File: config.mk
export PLATFORM = sky130hd
export DESIGN_NAME = tile_video
export DESIGN_NICKNAME = d
export VERILOG_FILES = /design/src/verilog/tile_video_pkg.sv /design/src/verilog/video_timing.sv /design/src/verilog/scroll_regs.sv /design/src/verilog/scroll_layer.sv /design/src/verilog/rom_arbiter.sv /design/src/verilog/layer_mixer.sv /design/src/verilog/tile_video.sv
export SDC_FILE = /design/constraint.sdc
export NUM_CORES = 1
export LEC_CHECK = 0
export ABC_AREA = 1
export BUFFER_PORTS_ARGS = -buffer_cell sky130_fd_sc_hd__buf_2
export CAP_MARGIN = 0
export CORE_ASPECT_RATIO = 1.2
export CORE_MARGIN = 2
export CORE_UTILIZATION = 40
export DETAILED_ROUTE_END_ITERATION = 12
export PLACE_DENSITY = 0.66
export SYNTH_ARGS = -nofsm -noshare
export SYNTH_HDL_FRONTEND = slang
export SYNTH_HIERARCHICAL = 1
export SYNTH_SLANG_ARGS = --single-unit
File: constraint.sdc
create_clock -name clk -period 11 [get_ports clk]
set_clock_uncertainty 0.05 [all_clocks]
set_input_delay 1.65 -clock clk [delete_from_list [all_inputs] [get_ports clk]]
set_output_delay 1.65 -clock clk [all_outputs]
set_load 0.005 [all_outputs]
File: src/verilog/tile_video_pkg.sv
// tile video shared types
`default_nettype none

package tile_video_pkg;

    typedef logic [15:0] cpu_word_t;  // cpu data bus
    typedef logic [15:0] rom_addr_t;  // rom word address, bit 15 picks map or tile region
    typedef logic [31:0] rom_data_t;  // rom word, tile planes in low 24 bits
    typedef logic [8:0]  scr_pos_t;   // screen or scroll coordinate
    typedef logic [10:0] pixel_t;     // prio, palette[6:0], colour[2:0]

    // per layer scroll setup
    typedef struct packed {
        logic [2:0] page;
        scr_pos_t   hscr;
        scr_pos_t   vscr;
    } scroll_cfg_t;

    // one clk read strobe plus its address
    typedef struct packed {
        logic      rd;
        rom_addr_t addr;
    } fetch_req_t;

    // data only meaningful while ok is high
    typedef struct packed {
        logic      ok;
        rom_data_t data;
    } fetch_rsp_t;

    // requester slots: l0 map, l0 tile, l1 map, l1 tile
    parameter int NUM_REQ = 4;

    typedef enum logic [1:0] {
        FETCH_IDLE,
        FETCH_MAP_WAIT,
        FETCH_TILE_WAIT
    } fetch_state_t;

endpackage

`default_nettype wire

File: src/verilog/video_timing.sv
// pixel enable and screen counters
`default_nettype none

module video_timing #(
    parameter int H_TOTAL = 400,
    parameter int V_TOTAL = 262,
    parameter int PXL_DIV = 4
) (
    input  wire                       clk,
    input  wire                       rst,
    output logic                      pxl_cen,
    output tile_video_pkg::scr_pos_t  hdump,
    output tile_video_pkg::scr_pos_t  vdump
);
    import tile_video_pkg::*;

    localparam int DIV_W = (PXL_DIV > 1) ? $clog2(PXL_DIV) : 1;

    logic [DIV_W-1:0] div_cnt;  // clk phase inside one pixel
    logic             last_phase;
    logic             h_end;
    logic             v_end;

    assign last_phase = div_cnt == DIV_W'(PXL_DIV - 1);
    assign h_end      = hdump == scr_pos_t'(H_TOTAL - 1);
    assign v_end      = vdump == scr_pos_t'(V_TOTAL - 1);

    // divider, cen is a registered one clk pulse
    always_ff @(posedge clk or posedge rst) begin
        if (rst) begin
            div_cnt <= '0;
            pxl_cen <= 1'b0;
        end else begin
            div_cnt <= last_phase ? '0 : div_cnt + 1'b1;
            pxl_cen <= last_phase;
        end
    end

    // raster position moves only on the pixel enable
    always_ff @(posedge clk or posedge rst) begin
        if (rst) begin
            hdump <= '0;
            vdump <= '0;
        end else if (pxl_cen) begin
            if (h_end) begin
                hdump <= '0;
                vdump <= v_end ? '0 : vdump + 9'd1;  // next line or frame wrap
            end else begin
                hdump <= hdump + 9'd1;
            end
        end
    end

endmodule

`default_nettype wire

File: src/verilog/scroll_regs.sv
// cpu scroll registers
`default_nettype none

module scroll_regs (
    input  wire                          clk,
    input  wire                          rst,
    input  logic                         cs,
    input  logic [2:0]                   addr,
    input  tile_video_pkg::cpu_word_t    dout,
    input  logic [1:0]                   dsn,
    output tile_video_pkg::cpu_word_t    din,
    output tile_video_pkg::scroll_cfg_t  cfg0,
    output tile_video_pkg::scroll_cfg_t  cfg1
);
    import tile_video_pkg::*;

    // map: 0 page0, 1 vscr0, 2 hscr0, 3 page1, 4 vscr1, 5 hscr1
    localparam int NUM_REGS = 6;

    cpu_word_t regs [NUM_REGS];
    cpu_word_t cur_val;  // register under the address
    cpu_word_t wr_val;   // after byte lane merge
    logic      hit;      // addr 6 and 7 are unmapped

    assign hit     = addr < 3'(NUM_REGS);
    assign cur_val = hit ? regs[addr] : '0;

    // dsn low enables a lane
    always_comb begin
        wr_val = cur_val;
        if (!dsn[1]) wr_val[15:8] = dout[15:8];  // upper byte
        if (!dsn[0]) wr_val[7:0]  = dout[7:0];   // lower byte
    end

    // with dsn=11 this is a plain read, value unchanged
    always_ff @(posedge clk or posedge rst) begin
        if (rst) begin
            for (int i = 0; i < NUM_REGS; i++) begin
                regs[i] <= '0;
            end
            din <= '0;
        end else if (cs) begin
            if (hit) regs[addr] <= wr_val;
            din <= hit ? wr_val : '0;  // readback shows value after the access
        end
    end

    // only the bits the layers decode
    assign cfg0 = '{page: regs[0][2:0], hscr: regs[2][8:0], vscr: regs[1][8:0]};
    assign cfg1 = '{page: regs[3][2:0], hscr: regs[5][8:0], vscr: regs[4][8:0]};

endmodule

`default_nettype wire

File: src/verilog/scroll_layer.sv
// scroll layer fetch and shifter
`default_nettype none

module scroll_layer #(
    parameter int H_ACTIVE = 320,
    parameter int V_ACTIVE = 224
) (
    input  wire                          clk,
    input  wire                          rst,
    input  wire                          pxl_cen,
    input  tile_video_pkg::scr_pos_t     hdump,
    input  tile_video_pkg::scr_pos_t     vdump,
    input  tile_video_pkg::scroll_cfg_t  cfg,
    output tile_video_pkg::fetch_req_t   map_req,
    output tile_video_pkg::fetch_req_t   tile_req,
    input  tile_video_pkg::fetch_rsp_t   map_rsp,
    input  tile_video_pkg::fetch_rsp_t   tile_rsp,
    output tile_video_pkg::pixel_t       pxl
);
    import tile_video_pkg::*;

    scr_pos_t     hpos;        // scrolled column
    scr_pos_t     vpos;        // scrolled line
    logic [5:0]   next_col;    // map column of the following tile
    logic         fetch_en;    // visible area only
    logic         tile_start;  // first pixel of a tile column
    logic         tile_last;   // last pixel, shifter reload

    fetch_state_t state;
    logic         map_rd;
    logic         tile_rd;
    rom_addr_t    map_addr;
    rom_addr_t    tile_addr;

    logic [7:0]   attr_nxt;    // attribute for the next tile
    logic [23:0]  planes_nxt;  // pattern for the next tile
    logic [7:0]   sh_attr;
    logic [23:0]  sh_planes;   // three 8 pixel planes

    assign hpos       = hdump + cfg.hscr;
    assign vpos       = vdump + cfg.vscr;
    assign next_col   = hpos[8:3] + 6'd1;  // wraps at 64 columns
    assign fetch_en   = (hdump < scr_pos_t'(H_ACTIVE)) && (vdump < scr_pos_t'(V_ACTIVE));
    assign tile_start = pxl_cen && hpos[2:0] == 3'd0;
    assign tile_last  = hpos[2:0] == 3'd7;

    assign map_req  = '{rd: map_rd, addr: map_addr};
    assign tile_req = '{rd: tile_rd, addr: tile_addr};

    // map read then tile read, one outstanding per port
    always_ff @(posedge clk or posedge rst) begin
        if (rst) begin
            state   <= FETCH_IDLE;
            map_rd  <= 1'b0;
            tile_rd <= 1'b0;
        end else begin
            map_rd  <= 1'b0;  // strobes last one clk
            tile_rd <= 1'b0;
            case (state)
                FETCH_IDLE: begin
                    if (tile_start && fetch_en) begin
                        map_rd <= 1'b1;
                        state  <= FETCH_MAP_WAIT;
                    end
                end
                FETCH_MAP_WAIT: begin
                    if (map_rsp.ok) begin
                        tile_rd <= 1'b1;
                        state   <= FETCH_TILE_WAIT;
                    end
                end
                FETCH_TILE_WAIT: begin
                    if (tile_rsp.ok) state <= FETCH_IDLE;
                end
                default: state <= FETCH_IDLE;
            endcase
        end
    end

    // read addresses, held until the next request
    always_ff @(posedge clk) begin
        if (state == FETCH_IDLE && tile_start && fetch_en) begin
            // map region: page, row, column
            map_addr <= {2'b00, cfg.page, vpos[7:3], next_col};
        end
        if (state == FETCH_MAP_WAIT && map_rsp.ok) begin
            // tile region: code from the map word, line inside the tile
            tile_addr <= {1'b1, map_rsp.data[11:0], vpos[2:0]};
        end
    end

    // fetched data waits here for the reload point
    always_ff @(posedge clk or posedge rst) begin
        if (rst) begin
            attr_nxt   <= '0;
            planes_nxt <= '0;
        end else begin
            if (state == FETCH_MAP_WAIT && map_rsp.ok)
                attr_nxt <= map_rsp.data[12:5];  // prio + palette
            // a late tile leaves the old pattern in place
            if (state == FETCH_TILE_WAIT && tile_rsp.ok)
                planes_nxt <= tile_rsp.data[23:0];
        end
    end

    // shifter runs one pixel ahead of pxl
    always_ff @(posedge clk or posedge rst) begin
        if (rst) begin
            sh_attr   <= '0;
            sh_planes <= '0;
            pxl       <= '0;
        end else if (pxl_cen) begin
            pxl <= {sh_attr, sh_planes[23], sh_planes[15], sh_planes[7]};
            if (tile_last) begin
                sh_attr   <= attr_nxt;
                sh_planes <= planes_nxt;
            end else begin
                sh_planes <= {sh_planes[22:16], 1'b0,
                              sh_planes[14:8],  1'b0,
                              sh_planes[6:0],   1'b0};
            end
        end
    end

endmodule

`default_nettype wire

File: src/verilog/rom_arbiter.sv
// round robin rom arbiter
`default_nettype none

module rom_arbiter (
    input  wire                         clk,
    input  wire                         rst,
    input  tile_video_pkg::fetch_req_t  req [tile_video_pkg::NUM_REQ],
    output tile_video_pkg::fetch_rsp_t  rsp [tile_video_pkg::NUM_REQ],
    output logic                        mem_rd,
    output tile_video_pkg::rom_addr_t   mem_addr,
    input  wire                         mem_ok,
    input  tile_video_pkg::rom_data_t   mem_data
);
    import tile_video_pkg::*;

    localparam int IDX_W = $clog2(NUM_REQ);

    logic [NUM_REQ-1:0] req_rd;   // strobes this clk
    logic [NUM_REQ-1:0] pending;  // strobes not yet granted
    logic [NUM_REQ-1:0] want;
    rom_addr_t          addr_q [NUM_REQ];
    logic [IDX_W-1:0]   last;     // last granted slot
    logic [IDX_W-1:0]   owner;    // slot of the read in flight
    logic [IDX_W-1:0]   idx;
    logic [IDX_W-1:0]   nxt;
    logic               nxt_vld;
    logic               busy;
    logic               free;     // no read in flight after this clk
    logic               grant;

    always_comb begin
        for (int i = 0; i < NUM_REQ; i++) begin
            req_rd[i] = req[i].rd;
        end
    end

    // a fresh strobe can win in its own clk
    assign want  = pending | req_rd;
    assign free  = !busy || mem_ok;
    assign grant = free && nxt_vld;

    // search starts just after the last winner
    always_comb begin
        nxt_vld = 1'b0;
        nxt     = last;
        idx     = last;
        for (int i = 1; i <= NUM_REQ; i++) begin
            idx = IDX_W'((int'(last) + i) % NUM_REQ);
            if (!nxt_vld && want[idx]) begin
                nxt_vld = 1'b1;
                nxt     = idx;
            end
        end
    end

    always_ff @(posedge clk or posedge rst) begin
        if (rst) begin
            pending <= '0;
            busy    <= 1'b0;
            mem_rd  <= 1'b0;
            last    <= '0;
            owner   <= '0;
        end else begin
            mem_rd  <= 1'b0;
            pending <= want;
            if (mem_ok) busy <= 1'b0;
            if (grant) begin
                mem_rd       <= 1'b1;
                busy         <= 1'b1;  // wins over the ok clear
                pending[nxt] <= 1'b0;
                owner        <= nxt;
                last         <= nxt;
            end
        end
    end

    // addresses kept per slot, strobe cycle bypasses
    always_ff @(posedge clk) begin
        for (int i = 0; i < NUM_REQ; i++) begin
            if (req_rd[i]) addr_q[i] <= req[i].addr;
        end
        if (grant) mem_addr <= req_rd[nxt] ? req[nxt].addr : addr_q[nxt];
    end

    // ok goes back to the owner in the same clk
    always_comb begin
        for (int i = 0; i < NUM_REQ; i++) begin
            rsp[i].ok   = busy && mem_ok && owner == IDX_W'(i);
            rsp[i].data = mem_data;
        end
    end

endmodule

`default_nettype wire

File: src/verilog/layer_mixer.sv
// two layer priority mixer
`default_nettype none

module layer_mixer (
    input  wire                     clk,
    input  wire                     rst,
    input  wire                     pxl_cen,
    input  tile_video_pkg::pixel_t  bg,
    input  tile_video_pkg::pixel_t  fg,
    output tile_video_pkg::pixel_t  pxl
);
    import tile_video_pkg::*;

    logic   fg_opaque;  // fg colour nonzero
    logic   bg_front;   // bg prio bit and a visible colour
    pixel_t mix;

    assign fg_opaque = fg[2:0] != 3'd0;
    assign bg_front  = bg[10] && bg[2:0] != 3'd0;

    // bg also shows through where fg is transparent
    assign mix = (fg_opaque && !bg_front) ? fg : bg;

    always_ff @(posedge clk or posedge rst) begin
        if (rst) begin
            pxl <= '0;
        end else if (pxl_cen) begin
            pxl <= mix;  // second pixel of latency
        end
    end

endmodule

`default_nettype wire

File: src/verilog/tile_video.sv
// two layer tile video top
`default_nettype none

module tile_video #(
    parameter int H_TOTAL  = 400,
    parameter int V_TOTAL  = 262,
    parameter int H_ACTIVE = 320,
    parameter int V_ACTIVE = 224,
    parameter int PXL_DIV  = 4
) (
    input  wire                        clk,
    input  wire                        rst,
    input  logic                       cs,
    input  logic [2:0]                 addr,
    input  tile_video_pkg::cpu_word_t  dout,
    input  logic [1:0]                 dsn,
    output tile_video_pkg::cpu_word_t  din,
    output logic                       mem_rd,
    output tile_video_pkg::rom_addr_t  mem_addr,
    input  wire                        mem_ok,
    input  tile_video_pkg::rom_data_t  mem_data,
    output tile_video_pkg::scr_pos_t   hdump,
    output tile_video_pkg::scr_pos_t   vdump,
    output tile_video_pkg::pixel_t     pxl
);
    import tile_video_pkg::*;

    logic        pxl_cen;
    scroll_cfg_t cfg0;
    scroll_cfg_t cfg1;
    fetch_req_t  req [NUM_REQ];  // l0 map, l0 tile, l1 map, l1 tile
    fetch_rsp_t  rsp [NUM_REQ];
    pixel_t      pxl0;           // background
    pixel_t      pxl1;           // foreground

    video_timing #(
        .H_TOTAL (H_TOTAL),
        .V_TOTAL (V_TOTAL),
        .PXL_DIV (PXL_DIV)
    ) u_timing (
        .clk, .rst, .pxl_cen, .hdump, .vdump
    );

    scroll_regs u_regs (
        .clk, .rst, .cs, .addr, .dout, .dsn, .din, .cfg0, .cfg1
    );

    scroll_layer #(.H_ACTIVE(H_ACTIVE), .V_ACTIVE(V_ACTIVE)) u_layer0 (
        .clk, .rst, .pxl_cen, .hdump, .vdump,
        .cfg      (cfg0),
        .map_req  (req[0]),
        .tile_req (req[1]),
        .map_rsp  (rsp[0]),
        .tile_rsp (rsp[1]),
        .pxl      (pxl0)
    );

    scroll_layer #(.H_ACTIVE(H_ACTIVE), .V_ACTIVE(V_ACTIVE)) u_layer1 (
        .clk, .rst, .pxl_cen, .hdump, .vdump,
        .cfg      (cfg1),
        .map_req  (req[2]),
        .tile_req (req[3]),
        .map_rsp  (rsp[2]),
        .tile_rsp (rsp[3]),
        .pxl      (pxl1)
    );

    rom_arbiter u_arb (
        .clk, .rst, .req, .rsp, .mem_rd, .mem_addr, .mem_ok, .mem_data
    );

    layer_mixer u_mixer (
        .clk, .rst, .pxl_cen,
        .bg  (pxl0),
        .fg  (pxl1),
        .pxl
    );

endmodule

`default_nettype wire

; ---- After elaboration in Yosys (flattened, before gate mapping)
; Memories as Yosys holds them, arrays and structs flattened.
; Cells that the tools add are included.
[word_totals]
latchBits = 0
ramBits = 64
register_bits = 384
word_cells = 200
n_memories = 1
rom_bits = 0
out_inout_bits = 62
[op_classes]
shift = 0
n_addsub = 13
n_bitwise = 5
n_lt_le_gt_ge = 12
n_eq_ne = 18
n_mux = 68
div_mod_pow = 0
multipliers = 0
reduce_logical = 46
[memory_table]
columns = memory, depth, word_bits, rd, rd_clocked_by_memory_dff, write_ports, line_no
row1 = u_arb.addr_q, 4, 16, 1, 0, 4, rom_arbiter.sv:21  ; rom_addr_t addr_q [NUM_REQ];
[op_table]
columns = op, count
row1 = $mux W16, 8
row2 = $bwmux W96, 1
row3 = $bmux W16 S3, 1
row4 = $demux W16 S3, 1
row5 = $mux W24, 2
row6 = $bmux W17 S2, 1
row7 = $mux W1, 29
row8 = $logic_and A1 B1 Y1, 26
row9 = $mux W2, 11
row10 = $add A9 B1 Y9 const B, 2
row11 = $add A9 B9 Y9, 2
row12 = $eq A9 B9 Y1 const B, 2
row13 = $mux W9, 2
row14 = $add A8 B8 Y8, 2
row15 = $mux W8, 2
row16 = $lt A2 B3 Y1 const B, 5
row17 = $add A6 B1 Y6 const B, 2
row18 = $ne A2 B1 Y1 const B, 6
row19 = $pmux W2 S3, 2
row20 = $mux W11, 1
row21 = $bmux W1 S2, 5
row22 = $eq A2 B2 Y1 const B, 5
row23 = $lt A9 B8 Y1 const B, 1
row24 = $lt A9 B9 Y1 const B, 1
row25 = other kinds (24), 42

; ---- Depth between registers and ports, before layout
; Gate-level depths: netlist (run 1).
[depth]
ltp_word = 20
mapped_depth = 17

; ---- Cells and area by module
; The synthesis (run 1) kept the hierarchy.
[by_module_without_submodules]
columns = mod, area_per_inst_um2, cells_per_inst, n_inst
row1 = scroll_layer, 4947.2, 483, 2
row2 = rom_arbiter, 6008.3, 732, 1
row3 = scroll_regs, 5993.2, 853, 1
row4 = video_timing, 1167.4, 152, 1
row5 = layer_mixer, 636.9, 91, 1

; ---- Least setup slack after synthesis (run 1)
; OpenSTA, ideal clock, no wires.
[synth_timing]
kind = register to register
startpoint = reg u_timing.hdump[0]
endpoint = reg u_layer0.map_addr[0], enable pin
path_stages_with_launch = 9
arrival_ns = 2.768
setup_slack_ns = 7.758
setup_ns = 0.424
path_buffers = 0
t_required_ns = 10.526
path_cell_list = dfrtp_1 ha_1 inv_1 fa_1 inv_1 nand2_1 nand2_1 nand3_1 nor4_1
[synth_via]
elab_chain_cells = 5
elab_cells_between_ends = 7
[synth_rtl]
columns = item, line_no
row1 = "start, declared", video_timing.sv:12  ; output tile_video_pkg::scr_pos_t hdump,
row2 = "start signal, assigned", video_timing.sv:49  ; hdump <= hdump + 9'd1;
row3 = $add A9 B9 Y9, scroll_layer.sv:40  ; assign hpos = hdump + cfg.hscr;
row4 = $logic_not A3 Y1, scroll_layer.sv:44  ; assign tile_start = pxl_cen && hpos[2:0] == 3'd0;
row5 = $logic_and A1 B1 Y1, scroll_layer.sv:44
row6 = $logic_and A1 B1 Y1, scroll_layer.sv:82  ; if (state == FETCH_IDLE && tile_start && fetch_en) begin
row7 = $logic_and A1 B1 Y1 *, scroll_layer.sv:82
row8 = "end signal, assigned", scroll_layer.sv:84  ; map_addr <= {2'b00, cfg.page, vpos[7:3], next_col};
row9 = "end, declared", scroll_layer.sv:32  ; rom_addr_t map_addr;
; Every way passes the cells marked *; elsewhere a longest branch is shown, timed or not.
; A chain may end at the register's enable or synchronous reset.

==> results of run 1 <==
==> power groups by stage <==
stage / combinational (mW) / sequential (mW) / clock, mW
after global placement: 2.47 / 2.42 / 0
after CTS: 2.51 / 2.40 / 1.53
after floorplan: 2.05 / 2.38 / 0
final: 2.51 / 2.40 / 1.50
after detailed placement: 2.50 / 2.43 / 0
after global routing: 2.84 / 2.44 / 1.60
==> flip-flops by register name, summed over array words and instances (netlist names), 14 cells and up <==
name                 cells
u_layer0/tile_addr      15
u_arb/mem_addr          16
u_regs/din              16
u_regs/cfg1             21
u_layer1/planes_nxt     24
u_regs/cfg0             21
u_regs/regs             54
u_layer1/map_addr       14
u_layer1/sh_planes      24
u_arb/addr_q            64
u_layer0/planes_nxt     24
u_layer1/tile_addr      15
u_layer0/sh_planes      24
u_layer0/map_addr       14
==> critical path, stage by stage (launching register included) <==
cell	delay (ns)
dfrtp_1	0.63
inv_6	0.10
ha_1	0.40
inv_1	0.12
nand3_1	0.10
a21boi_0	0.20
nand2_1	0.09
nand2_2	0.63
inv_2	0.56
nand3_1	0.25
nand2_2	0.30
nand2_1	0.15
nand2_1	0.12
==> metrics by stage <==
step / util / hold slack, ns / worst slack [ns]
2_1_floorplan: - / 0.353 / 6.34
3_3_place_gp: 0.407 / 0.361 / 6.86
3_5_place_dp: 0.407 / 0.372 / 6.88
4_1_cts: 0.432 / 0.380 / 7.08
5_1_grt: 0.432 / 0.390 / 6.83
6_report: 0.432 / 0.377 / 7.03
==> area by class of cell <==
type / instances / area, um^2 / area share
Sequential cell: 448 / 11900 / 0.480
Multi-Input combinational cell: 1654 / 8250 / 0.333
Clock buffer: 63 / 1320 / 0.0531
Inverter: 415 / 1570 / 0.0633
Timing Repair Buffer: 130 / 701 / 0.0283
Tap cell: 735 / 920 / 0.0371
Clock inverter: 21 / 136 / 0.00550
==> layer usage <==
layer  global-route usage  up-vias
met5                    0        -
met4               0.0741        2
met3               0.0290       85
met2                0.303      418
met1                0.243     7972
li1                     -     8393
==> cell usage in the layout, fill, tap and decap left out, types with 3 or more instances in the layout <==
cell and n:
nand3_1 275, nor2_2 16, nand4_1 8, o21ai_1 26
o22ai_1 9, nor3_1 4, clkinv_4 3, edfxtp_1 138
inv_2 19, nand2_1 862, clkinv_1 7, clkbuf_16 47
nor2_4 9, conb_1 6, inv_1 390, o21ai_0 110
buf_4 20, clkinv_2 10, nor2_1 50, nand3b_1 21
a21oi_1 71, buf_2 110, clkbuf_1 8, nand2_4 8
mux2_2 42, nand2_2 39, xnor2_1 10, ha_1 40
o21bai_1 4, clkbuf_8 8, dfrtp_1 309, xor2_1 11
fa_1 4, nand3_2 5
==> worst min path at each step <==
stage,startpoint,end,slack [ns],depth (start not counted)
after floorplan,u_timing/div_cnt[0]$_DFF_PP0_,u_timing/div_cnt[0]$_DFF_PP0_,0.35,1
after global placement,u_timing/div_cnt[0]$_DFF_PP0_,u_timing/div_cnt[0]$_DFF_PP0_,0.36,1
after detailed placement,u_timing/div_cnt[0]$_DFF_PP0_,u_timing/div_cnt[0]$_DFF_PP0_,0.37,1
after CTS,u_timing/div_cnt[0]$_DFF_PP0_,u_timing/div_cnt[0]$_DFF_PP0_,0.38,1
after global routing,u_layer0/tile_addr[7]$_DFFE_PP_,u_arb/addr_q[1][7]$_DFFE_PP_,0.39,0
final,u_timing/div_cnt[0]$_DFF_PP0_,u_timing/div_cnt[0]$_DFF_PP0_,0.38,1
==> summary.json, run 1 <==
{
  "grt_max_degree": 69,
  "totalWireLength_um": 55000,
  "timing.fmax_mhz": 252,
  "hp-class": "flop to flop",
  "worstPathMaxFanout": 38,
  "post-cts-setup-buffer-count": 0,
  "grt_use_total": 0.184,
  "dr_wl_met3_um": 3110,
  "rows": 96,
  "top_signal_layer_used": "met5",
  "areaGrowthSynthToFinish_pct": 6.53,
  "critical_path.reg2reg.endpoint": "u_arb/mem_addr[0]$_DFFE_PP_",
  "final.min_clock_period_ns": 3.97,
  "finalMaxSlewViolations": 0,
  "cellLeakagePower_nw": 12.6,
  "die_w_um": 224,
  "sequential_fraction_of_design_power": 0.375,
  "cts.path.max_buffers": 3,
  "first_global_vias": 15900,
  "synthesis.area_per_instance_um2": 8.50,
  "firstDrtPassIters": 7,
  "wl_met2_um": 25900,
  "power_frac_comb": 0.392,
  "p_switching_mw": 2.58,
  "report.final.setup_viol": 0,
  "critPathLaunchType": "flop",
  "post_cts_resized": 0,
  "grt_overflow_total": 0,
  "cts-buffers-inserted": 46,
  "fp.dieArea_um2": 60200,
  "antenna_found_initial": 1,
  "critPathCaptureType": "flop",
  "worst_skew_pair.late_latency_ns": 0.58,
  "final.period_utilization": 0.361,
  "ys_warn_count": 6,
  "setup.worst_path.start": "u_arb/owner[0]$_DFFE_PP0P_",
  "dp_cells": 3382,
  "clockRootBuffer": "clkbuf_16",
  "n_fill_cell": 5640,
  "worst_r2r_path_depth": 12,
  "number_of_port_buffers": 110,
  "routed_via_density": 4.87,
  "finalInstanceArea_um2": 24800,
  "clock-sinks": 448,
  "antenna_cells_inserted": 0,
  "synth_area_um2": 23300,
  "met1Wirelength_um": 23900,
  "timing_worst_setup_path_type": "flop to flop",
  "slew_at_the_pin_closest_to_its_max_slew_limit_ns": 1.13,
  "synth_cells": 2738,
  "tritoncts": "done",
  "layout.cells.non_filler": 3466,
  "placement.cell_area_um2": 23300,
  "internal-power_mw": 3.83,
  "place.detailed.hpwl_um": 35900,
  "timing_hold_violations_final": 0,
  "routed_wire_length_per_instance_um": 15.9,
  "grt_first_pass_wirelength_um": 87200,
  "crit-reg2reg-launch": "u_arb/owner[0]$_DFFE_PP0P_",
  "cts.htree.levels": 2,
  "setup_total_negative_slack_ns": 0,
  "drc_errors": 0,
  "worstPathRequired_ns": 11.26,
  "rsz0062_at_grt": "no",
  "p_total_mw": 6.41,
  "layout-drive-gt1-share": 0.132,
  "cts_hold_buf": 0,
  "initial_core_util": 0.405,
  "drv_cap": 0,
  "detailroute.via_count": 16900,
  "status": "completed",
  "clk_pin_slew_worst_paths_ns": 0.06,
  "power.density_nw_per_um2": 258,
  "critPathCapture": "u_arb/mem_addr[0]$_DFFE_PP_",
  "boundaryPins": 119,
  "detail-route-antenna-nets": 0,
  "clockPowerShare": 0.234,
  "reg2reg_setup_slack_ns": 7.03,
  "timing.max_slew.rel_slack": 0.243,
  "initialDrtViolationCount": 1150,
  "max-vdd-ir-drop_uv": 190,
  "timing.critical_path.arrival_ns": 4.23,
  "core-area_um2": 57400,
  "placer_s_final_routability_congestion_estimate": 0.846,
  "finalNetCount": 2796,
  "fp.dieH_um": 268,
  "switching_share": 0.403
}
Power figures use the tool's default switching activity.
==> run 2: changes to the inputs <==
clock period = 3.8 ns   (was 11 ns; I/O delays follow)
==> run 2 against run 1 <==
  * Count of clock-buffer cells in the layout shrank 1
  * Final area grew 1.2%
  * Largest cell class unchanged
  * Total power grew to 3.0 times the previous value
  * Via count about the same
  * Die area did not move
  * Non-clock buffer count grew 16
  * Highest routed layer unchanged
  * Setup slack worse by 6.4 ns
  * Flip-flop and latch count stayed put
  * First-iteration DRC count decreased by 0.52%
==> summary.json, run 2 (synthesized netlist as in run 1, its figures left out) <==
{
  "drc_errors": {"value": 0, "change": "unchanged"},
  "largest_register_ffs": {"value": 64, "change": "unchanged"},
  "largest-register": {"value": "u_arb/addr_q", "change": "unchanged"},
  "setup_total_negative_slack": {"value": 0, "unit": "ns", "change": "unchanged"},
  "met1Wirelength": {"value": 23600, "unit": "um", "change": "was 23900 um"},
  "top_signal_layer_used": {"value": "met5", "change": "unchanged"},
  "cts.path.max_buffers": {"value": 3, "change": "unchanged"},
  "crit_path_cell_trace": {"value": "inv_1 > ha_1 > inv_1 > nand3_1 > nand2_2 > nand2_2 > nand3_2 > nand2_4 > buf_4 > nand2_1 > nand3_1 > nand2_1 > nand2_1 > nand2_1", "change": "was inv_6 > ha_1 > inv_1 > nand3_1 > a21boi_0 > nand2_1 > nand2_2 > inv_2 > nand3_1 > nand2_2 > nand2_1 > nand2_1"},
  "routed_wire_length_per_instance": {"value": 15.8, "unit": "um", "change": "was 15.9 um"},
  "areaGrowthSynthToFinish": {"value": 7.83, "unit": "%", "change": "was 6.53%"},
  "power.density": {"value": 762, "unit": "nW/um^2", "change": "was 258 nW/um^2"},
  "dr_wl_met3": {"value": 3000, "unit": "um", "change": "was 3110 um"},
  "hp-class": {"value": "primary input to asynchronous set/reset pin", "change": "was flop to flop"},
  "cts.htree.levels": {"value": 2, "change": "unchanged"},
  "first_global_vias": {"value": 16400, "change": "was 15900"},
  "report.final.setup_viol": {"value": 0, "change": "unchanged"},
  "grt_overflow_total": {"value": 0, "change": "unchanged"},
  "timing.fmax": {"value": 316, "unit": "MHz", "change": "was 252 MHz"},
  "wl_met2": {"value": 26900, "unit": "um", "change": "was 25900 um"},
  "fp.dieH": {"value": 268, "unit": "um", "change": "unchanged"},
  "worst_skew_pair.late_latency": {"value": 0.58, "unit": "ns", "change": "about the same"},
  "clk_pin_slew_worst_paths": {"value": 0.06, "unit": "ns", "change": "about the same"},
  "slowest_stage": {"value": "dfrtp_1", "change": "unchanged"},
  "worstPathMaxFanout": {"value": 28, "change": "was 38"},
  "firstDrtPassIters": {"value": 5, "change": "was 7"},
  "post-cts-setup-buffer-count": {"value": 0, "change": "unchanged"},
  "final.min_clock_period": {"value": 3.16, "unit": "ns", "change": "was 3.97 ns"},
  "timing.critical_path.max_delay_family": {"value": "simple AND/OR/NAND/NOR gates", "change": "unchanged"},
  "cellLeakagePower": {"value": 12.8, "unit": "nW", "change": "was 12.6 nW"},
  "cts-buffers-inserted": {"value": 46, "change": "unchanged"},
  "antenna_found_initial": {"value": 1, "change": "unchanged"},
  "routed_via_density": {"value": 4.84, "change": "was 4.87"},
  "status": {"value": "completed", "change": "unchanged"},
  "layout.cells.most_common": {"value": "nand2_1", "change": "unchanged"},
  "antenna_cells_inserted": {"value": 0, "change": "unchanged"},
  "placer_s_final_routability_congestion_estimate": {"value": 0.850, "change": "was 0.846"},
  "footprint_of_the_multi_input_gates": {"value": 8250, "unit": "um^2", "change": "unchanged"},
  "layout-drive-gt1-share": {"value": 0.138, "change": "was 0.132"},
  "finalNetCount": {"value": 2812, "change": "was 2796"},
  "die_w": {"value": 224, "unit": "um", "change": "unchanged"},
  "detailroute.via_count": {"value": 16900, "change": "about the same"},
  "initialDrtViolationCount": {"value": 1144, "change": "was 1150"},
  "worstPathRequired": {"value": 4.06, "unit": "ns", "change": "was 11.26 ns"},
  "number_of_port_buffers": {"value": 110, "change": "unchanged"},
  "grt_max_degree": {"value": 60, "change": "was 69"},
  "timing_worst_setup_path_type": {"value": "flop to flop", "change": "unchanged"},
  "p_total": {"value": 19.1, "unit": "mW", "change": "was 6.41 mW"},
  "finalMaxSlewViolations": {"value": 0, "change": "unchanged"},
  "clock-sinks": {"value": 448, "change": "unchanged"},
  "critPathLaunchType": {"value": "flop", "change": "unchanged"},
  "clockRootBuffer": {"value": "clkbuf_16", "change": "unchanged"},
  "timing_hold_violations_final": {"value": 0, "change": "unchanged"},
  "totalWireLength": {"value": 55200, "unit": "um", "change": "was 55000 um"},
  "timing.critical_path.arrival": {"value": 3.43, "unit": "ns", "change": "was 4.23 ns"},
  "final.period_utilization": {"value": 0.833, "change": "was 0.361"},
  "boundaryPins": {"value": 119, "change": "unchanged"},
  "timing.critical_path.slowest_cell_delay": {"value": 0.47, "unit": "ns", "change": "was 0.63 ns"},
  "initial_core_util": {"value": 0.405, "change": "unchanged"},
  "timing.max_slew.rel_slack": {"value": 0.218, "change": "was 0.243"},
  "core-area": {"value": 57400, "unit": "um^2", "change": "unchanged"},
  "grt_use_total": {"value": 0.187, "change": "was 0.184"},
  "detail-route-antenna-nets": {"value": 0, "change": "unchanged"},
  "place.detailed.hpwl": {"value": 37600, "unit": "um", "change": "was 35900 um"},
  "post_cts_resized": {"value": 0, "change": "unchanged"},
  "n_fill_cell": {"value": 5644, "change": "was 5640"},
  "sequential_cell_area": {"value": 11900, "unit": "um^2", "change": "unchanged"},
  "slew_at_the_pin_closest_to_its_max_slew_limit": {"value": 1.17, "unit": "ns", "change": "was 1.13 ns"},
  "rsz0062_at_grt": {"value": "no", "change": "unchanged"},
  "cts_hold_buf": {"value": 0, "change": "unchanged"},
  "fp.dieArea": {"value": 60200, "unit": "um^2", "change": "unchanged"},
  "critPathCaptureType": {"value": "flop", "change": "unchanged"},
  "critical_path.n_buffers_inverters": {"value": 3, "change": "unchanged"},
  "mostFrequentLayoutCells": {"value": "nand2_1, inv_1, dfrtp_1", "change": "unchanged"},
  "critical-path-top-cell-by-count": {"value": "nand2_1", "change": "unchanged"},
  "max-vdd-ir-drop": {"value": 605, "unit": "uV", "change": "was 190 uV"},
  "largest_registers": {"value": "u_arb/addr_q: 64 flops, u_regs/regs: 54 flops", "change": "unchanged"},
  "tritoncts": {"value": "done", "change": "unchanged"},
  "rows": {"value": 96, "change": "unchanged"},
  "grt_first_pass_wirelength": {"value": 88900, "unit": "um", "change": "was 87200 um"},
  "drv_cap": {"value": 0, "change": "unchanged"}
}
[run 2: worst reg2reg max path, delay by kind of cell (launching register included)]
kind / cells / cell delay (ns)
AND/OR/NAND/NOR: 10 / 1.34
adder cells (fa/ha/maj): 1 / 0.41
flip-flops: 1 / 0.47
buffers and inverters: 3 / 0.61
[run 2: where the power goes]
| part | switching, mW | total (mW) | internal (mW) |
|---|---|---|---|
| Clock | 1.91 | 4.85 | 2.94 |
| Combinational | 4.96 | 7.35 | 2.39 |
| Sequential | 0.548 | 6.93 | 6.39 |
| Total | 7.42 | 19.1 | 11.7 |
[run 2: through the flow]
step	worst slack (ns)	cells	area [um^2]	utilization	hold WS [ns]
3_3_place_gp	0.739	3398	23500	0.409	0.362
3_5_place_dp	0.721	3398	23500	0.409	0.366
5_1_grt	0.357	3483	25100	0.437	0.0357
2_1_floorplan	0.221	2740	23300	-	0.336
4_1_cts	0.691	3483	25100	0.437	0.0136
6_report	0.636	3483	25100	0.437	0.0301
[run 2: final timing paths]
| check | from | to | slack [ns] | cells after the start |
|---|---|---|---|---|
| max | u_arb/owner[1]$_DFFE_PP0P_ | u_arb/mem_addr[0]$_DFFE_PP_ | 0.64 | 14 |
| min | rst | u_arb/pending[0]$_DFF_PP0_ | 0.03 | 2 |
| max reg2reg | u_arb/owner[1]$_DFFE_PP0P_ | u_arb/mem_addr[0]$_DFFE_PP_ | 0.64 | 14 |
| min reg2reg | u_timing/div_cnt[0]$_DFF_PP0_ | u_timing/div_cnt[0]$_DFF_PP0_ | 0.37 | 1 |
| max in group asynchronous | rst | u_layer1/planes_nxt[18]$_DFFE_PP0P_ | 2.53 | 3 |
| min in group clk | mem_ok | u_arb/busy$_DFFE_PP0P_ | 0.14 | 2 |
[run 2: area by class of cell]
type,instances,area share
tap,735,0.0366
clock buffer,62,0.0514
sequential,448,0.474
timing repair buffer,146,0.0327
inverter,415,0.0626
clock inverter,23,0.0137
multi-input combinational,1654,0.329
[run 2: layer usage]
metal,GRT usage,vias up
li1,-,8420
met1,0.240,7952
met2,0.322,414
met3,0.0316,85
met4,0.0625,2
met5,0,-
==> run 3: changes to the inputs <==
PLACE_DENSITY = 0.68   (was 0.66)
clock period = 2.55 ns   (was 3.8 ns; I/O delays follow)
==> run 3 against run 2 <==
  * Flip-flop and latch count did not move
  * Largest cell class unchanged
  * Critical path type unchanged
  * Critical path depth increased by 1
  * Highest routed layer is now met4
  * Wire length is 0.25% lower
  * Core utilization up 0.76 points
  * Critical endpoint is now u_arb/mem_addr[4]$_DFFE_PP_
==> summary.json, run 3 (synthesized netlist as in run 1, its figures left out) <==
{
  "status": {"value": "completed", "change": "unchanged"},
  "die_w": {"value": 224, "unit": "um", "change": "unchanged"},
  "timing.critical_path.slowest_cell_delay": {"value": 0.40, "unit": "ns", "change": "was 0.47 ns"},
  "cts.path.max_buffers": {"value": 3, "change": "unchanged"},
  "boundaryPins": {"value": 119, "change": "unchanged"},
  "largest-register": {"value": "u_arb/addr_q", "change": "unchanged"},
  "slew_at_the_pin_closest_to_its_max_slew_limit": {"value": 1.21, "unit": "ns", "change": "was 1.17 ns"},
  "finalNetCount": {"value": 2846, "change": "was 2812"},
  "drv_cap": {"value": 0, "change": "unchanged"},
  "critPathLaunchType": {"value": "flop", "change": "unchanged"},
  "timing_hold_violations_final": {"value": 0, "change": "unchanged"},
  "crit_path_cell_trace": {"value": "inv_6 > ha_2 > inv_1 > nand3_1 > nand2_2 > nand2_2 > nand2_2 > nand2_4 > nand2_4 > nand2_1 > nand2_1 > nand2_2 > nand2_8 > nand2_1 > nand2_1", "change": "was inv_1 > ha_1 > inv_1 > nand3_1 > nand2_2 > nand2_2 > nand3_2 > nand2_4 > buf_4 > nand2_1 > nand3_1 > nand2_1 > nand2_1 > nand2_1"},
  "report.final.setup_viol": {"value": 0, "change": "unchanged"},
  "timing.max_slew.rel_slack": {"value": 0.196, "change": "was 0.218"},
  "tritoncts": {"value": "done", "change": "unchanged"},
  "grt_first_pass_wirelength": {"value": 88600, "unit": "um", "change": "was 88900 um"},
  "layout-drive-gt1-share": {"value": 0.147, "change": "was 0.138"},
  "hold_path_depth": 1,
  "critical_path.n_buffers_inverters": {"value": 2, "change": "was 3"},
  "cts.htree.levels": {"value": 2, "change": "unchanged"},
  "place.detailed.hpwl": {"value": 37000, "unit": "um", "change": "was 37600 um"},
  "clock-sinks": {"value": 448, "change": "unchanged"},
  "detailroute.via_count": {"value": 17100, "change": "was 16900"},
  "cts-buffers-inserted": {"value": 45, "change": "was 46"},
  "antenna_found_initial": {"value": 1, "change": "unchanged"},
  "initialDrtViolationCount": {"value": 1141, "change": "was 1144"},
  "rows": {"value": 96, "change": "unchanged"},
  "slowest_stage": {"value": "dfrtp_2", "change": "was dfrtp_1"},
  "p_total": {"value": 29.2, "unit": "mW", "change": "was 19.1 mW"},
  "layout.cells.most_common": {"value": "nand2_1", "change": "unchanged"},
  "rsz0062_at_grt": {"value": "yes", "change": "was no"},
  "first_global_vias": {"value": 16400, "change": "about the same"},
  "clk_pin_slew_worst_paths": {"value": 0.06, "unit": "ns", "change": "about the same"},
  "grt_max_degree": {"value": 113, "change": "was 60"},
  "core-area": {"value": 57400, "unit": "um^2", "change": "unchanged"},
  "worst_r2r_path_depth": {"value": 15, "change": "was 14"},
  "worst_skew_pair.late_latency": {"value": 0.58, "unit": "ns", "change": "about the same"},
  "worstPathRequired": {"value": 2.81, "unit": "ns", "change": "was 4.06 ns"},
  "initial_core_util": {"value": 0.405, "change": "unchanged"},
  "final.min_clock_period": {"value": 2.39, "unit": "ns", "change": "was 3.16 ns"},
  "crit-reg2reg-launch": {"value": "u_arb/owner[0]$_DFFE_PP0P_", "change": "was u_arb/owner[1]$_DFFE_PP0P_"},
  "grt_overflow_total": {"value": 0, "change": "unchanged"},
  "timing.fmax": {"value": 419, "unit": "MHz", "change": "was 316 MHz"},
  "number_of_port_buffers": {"value": 110, "change": "unchanged"},
  "worst_hold_startpoint": "mem_data[1]",
  "clockRootBuffer": {"value": "clkbuf_16", "change": "unchanged"},
  "fp.dieArea": {"value": 60200, "unit": "um^2", "change": "unchanged"},
  "areaGrowthSynthToFinish": {"value": 9.70, "unit": "%", "change": "was 7.83%"},
  "cellLeakagePower": {"value": 13.0, "unit": "nW", "change": "was 12.8 nW"},
  "timing.critical_path.max_delay_family": {"value": "simple AND/OR/NAND/NOR gates", "change": "unchanged"},
  "placer_s_final_routability_congestion_estimate": {"value": 0.860, "change": "was 0.850"},
  "grt_use_total": {"value": 0.186, "change": "was 0.187"},
  "routed_wire_length_per_instance": {"value": 15.6, "unit": "um", "change": "was 15.8 um"},
  "totalWireLength": {"value": 55000, "unit": "um", "change": "was 55200 um"},
  "crit_cells": {"value": 15, "change": "was 14"},
  "final.period_utilization": {"value": 0.937, "change": "was 0.833"},
  "endpoint_worst_hold": "u_layer0/tile_addr[4]$_DFFE_PP_",
  "n_fill_cell": {"value": 5561, "change": "was 5644"},
  "timing.critical_path.arrival": {"value": 2.65, "unit": "ns", "change": "was 3.43 ns"},
  "detail-route-antenna-nets": {"value": 0, "change": "unchanged"},
  "mostFrequentLayoutCells": {"value": "nand2_1, inv_1, dfrtp_1", "change": "unchanged"},
  "critical_path.reg2reg.endpoint": {"value": "u_arb/mem_addr[4]$_DFFE_PP_", "change": "was u_arb/mem_addr[0]$_DFFE_PP_"},
  "power.density": {"value": 1140, "unit": "nW/um^2", "change": "was 762 nW/um^2"},
  "routed_via_density": {"value": 4.86, "change": "was 4.84"},
  "timing_worst_setup_path_type": {"value": "flop to flop", "change": "unchanged"},
  "fin_hold_ws": {"value": 0.0202, "unit": "ns", "change": "was 0.0301 ns"},
  "critPathCaptureType": {"value": "flop", "change": "unchanged"},
  "drc_errors": {"value": 0, "change": "unchanged"},
  "worstPathMaxFanout": {"value": 16, "change": "was 28"},
  "firstDrtPassIters": {"value": 5, "change": "unchanged"},
  "finalMaxSlewViolations": {"value": 0, "change": "unchanged"},
  "largest_register_ffs": {"value": 64, "change": "unchanged"},
  "max-vdd-ir-drop": {"value": 1130, "unit": "uV", "change": "was 605 uV"},
  "reg2reg_setup_slack": {"value": 0.16, "unit": "ns", "change": "was 0.64 ns"},
  "hp-class": {"value": "primary input to flop", "change": "was primary input to asynchronous set/reset pin"},
  "fp.dieH": {"value": 268, "unit": "um", "change": "unchanged"},
  "largest_registers": {"value": "u_arb/addr_q: 64 flops, u_regs/regs: 54 flops", "change": "unchanged"}
}
[run 3: cell count changes in the layout (fill, tap and decap cells not counted), moves of 3 or more]
cell / previous run / this run
buf_12: 0 / 15
buf_4: 36 / 46
clkinv_1: 4 / 1
dlygate4sd3_1: 0 / 8
inv_6: 2 / 5
[run 3: per-layer routing]
layer | up-vias | part of all wire | global-route usage
li1 | 8487 | - | -
met1 | 8061 | 0.43 | 0.236
met2 | 402 | 0.48 | 0.311
met3 | 128 | 0.051 | 0.0309
met4 | 0 | 0.044 | 0.0856
met5 | - | 0 | 0
[run 3: timing repair]
item | CTS | global route
buffers inserted | 0 | 3
endpoints found under the hold margin | 95 | 0
gates resized for setup | 0 | 9
hold buffers | 8 | 0
endpoints found under the setup margin | 0 | 17
[run 3: area by class of cell]
cell class,count,area [um^2],share of cell area
diodes,1,2.50,0.0000980
clock buffers,63,1270,0.0499
clock inverters,20,265,0.0104
inverters,415,1570,0.0615
multi-input cells,1655,8310,0.326
flip-flops and latches,448,11900,0.466
well taps,735,920,0.0360
repair buffers,180,1290,0.0504
[run 3: worst max path at each step]
stage | startpoint | end | slack [ns]
2_1_floorplan | rst | u_layer0/attr_nxt[0]$_DFFE_PP0P_ | 0.09
3_3_place_gp | u_arb/owner[0]$_DFFE_PP0P_ | u_arb/mem_addr[3]$_DFFE_PP_ | 0.10
3_5_place_dp | u_arb/owner[0]$_DFFE_PP0P_ | u_arb/mem_addr[4]$_DFFE_PP_ | 0.08
4_1_cts | u_arb/owner[0]$_DFFE_PP0P_ | u_arb/mem_addr[0]$_DFFE_PP_ | 0.05
5_1_grt | u_arb/owner[0]$_DFFE_PP0P_ | u_arb/mem_addr[4]$_DFFE_PP_ | -0.02
6_report | u_arb/owner[0]$_DFFE_PP0P_ | u_arb/mem_addr[4]$_DFFE_PP_ | 0.16
[run 3: stage by stage]
stage	TNS [ns]	instances	setup WS, ns	util	area, um^2
2_1_floorplan	0	2740	0.0941	-	23300
3_3_place_gp	0	3421	0.103	0.415	23800
3_5_place_dp	0	3421	0.0765	0.415	23800
4_1_cts	0	3512	0.0480	0.444	25500
5_1_grt	-0.0226	3516	-0.0226	0.445	25500
6_report	0	3517	0.162	0.445	25500
[run 3: report_power, final]
part	internal [mW]	switching (mW)
clock	4.11	2.80
sequential	9.52	0.804
combinational	4.35	7.58
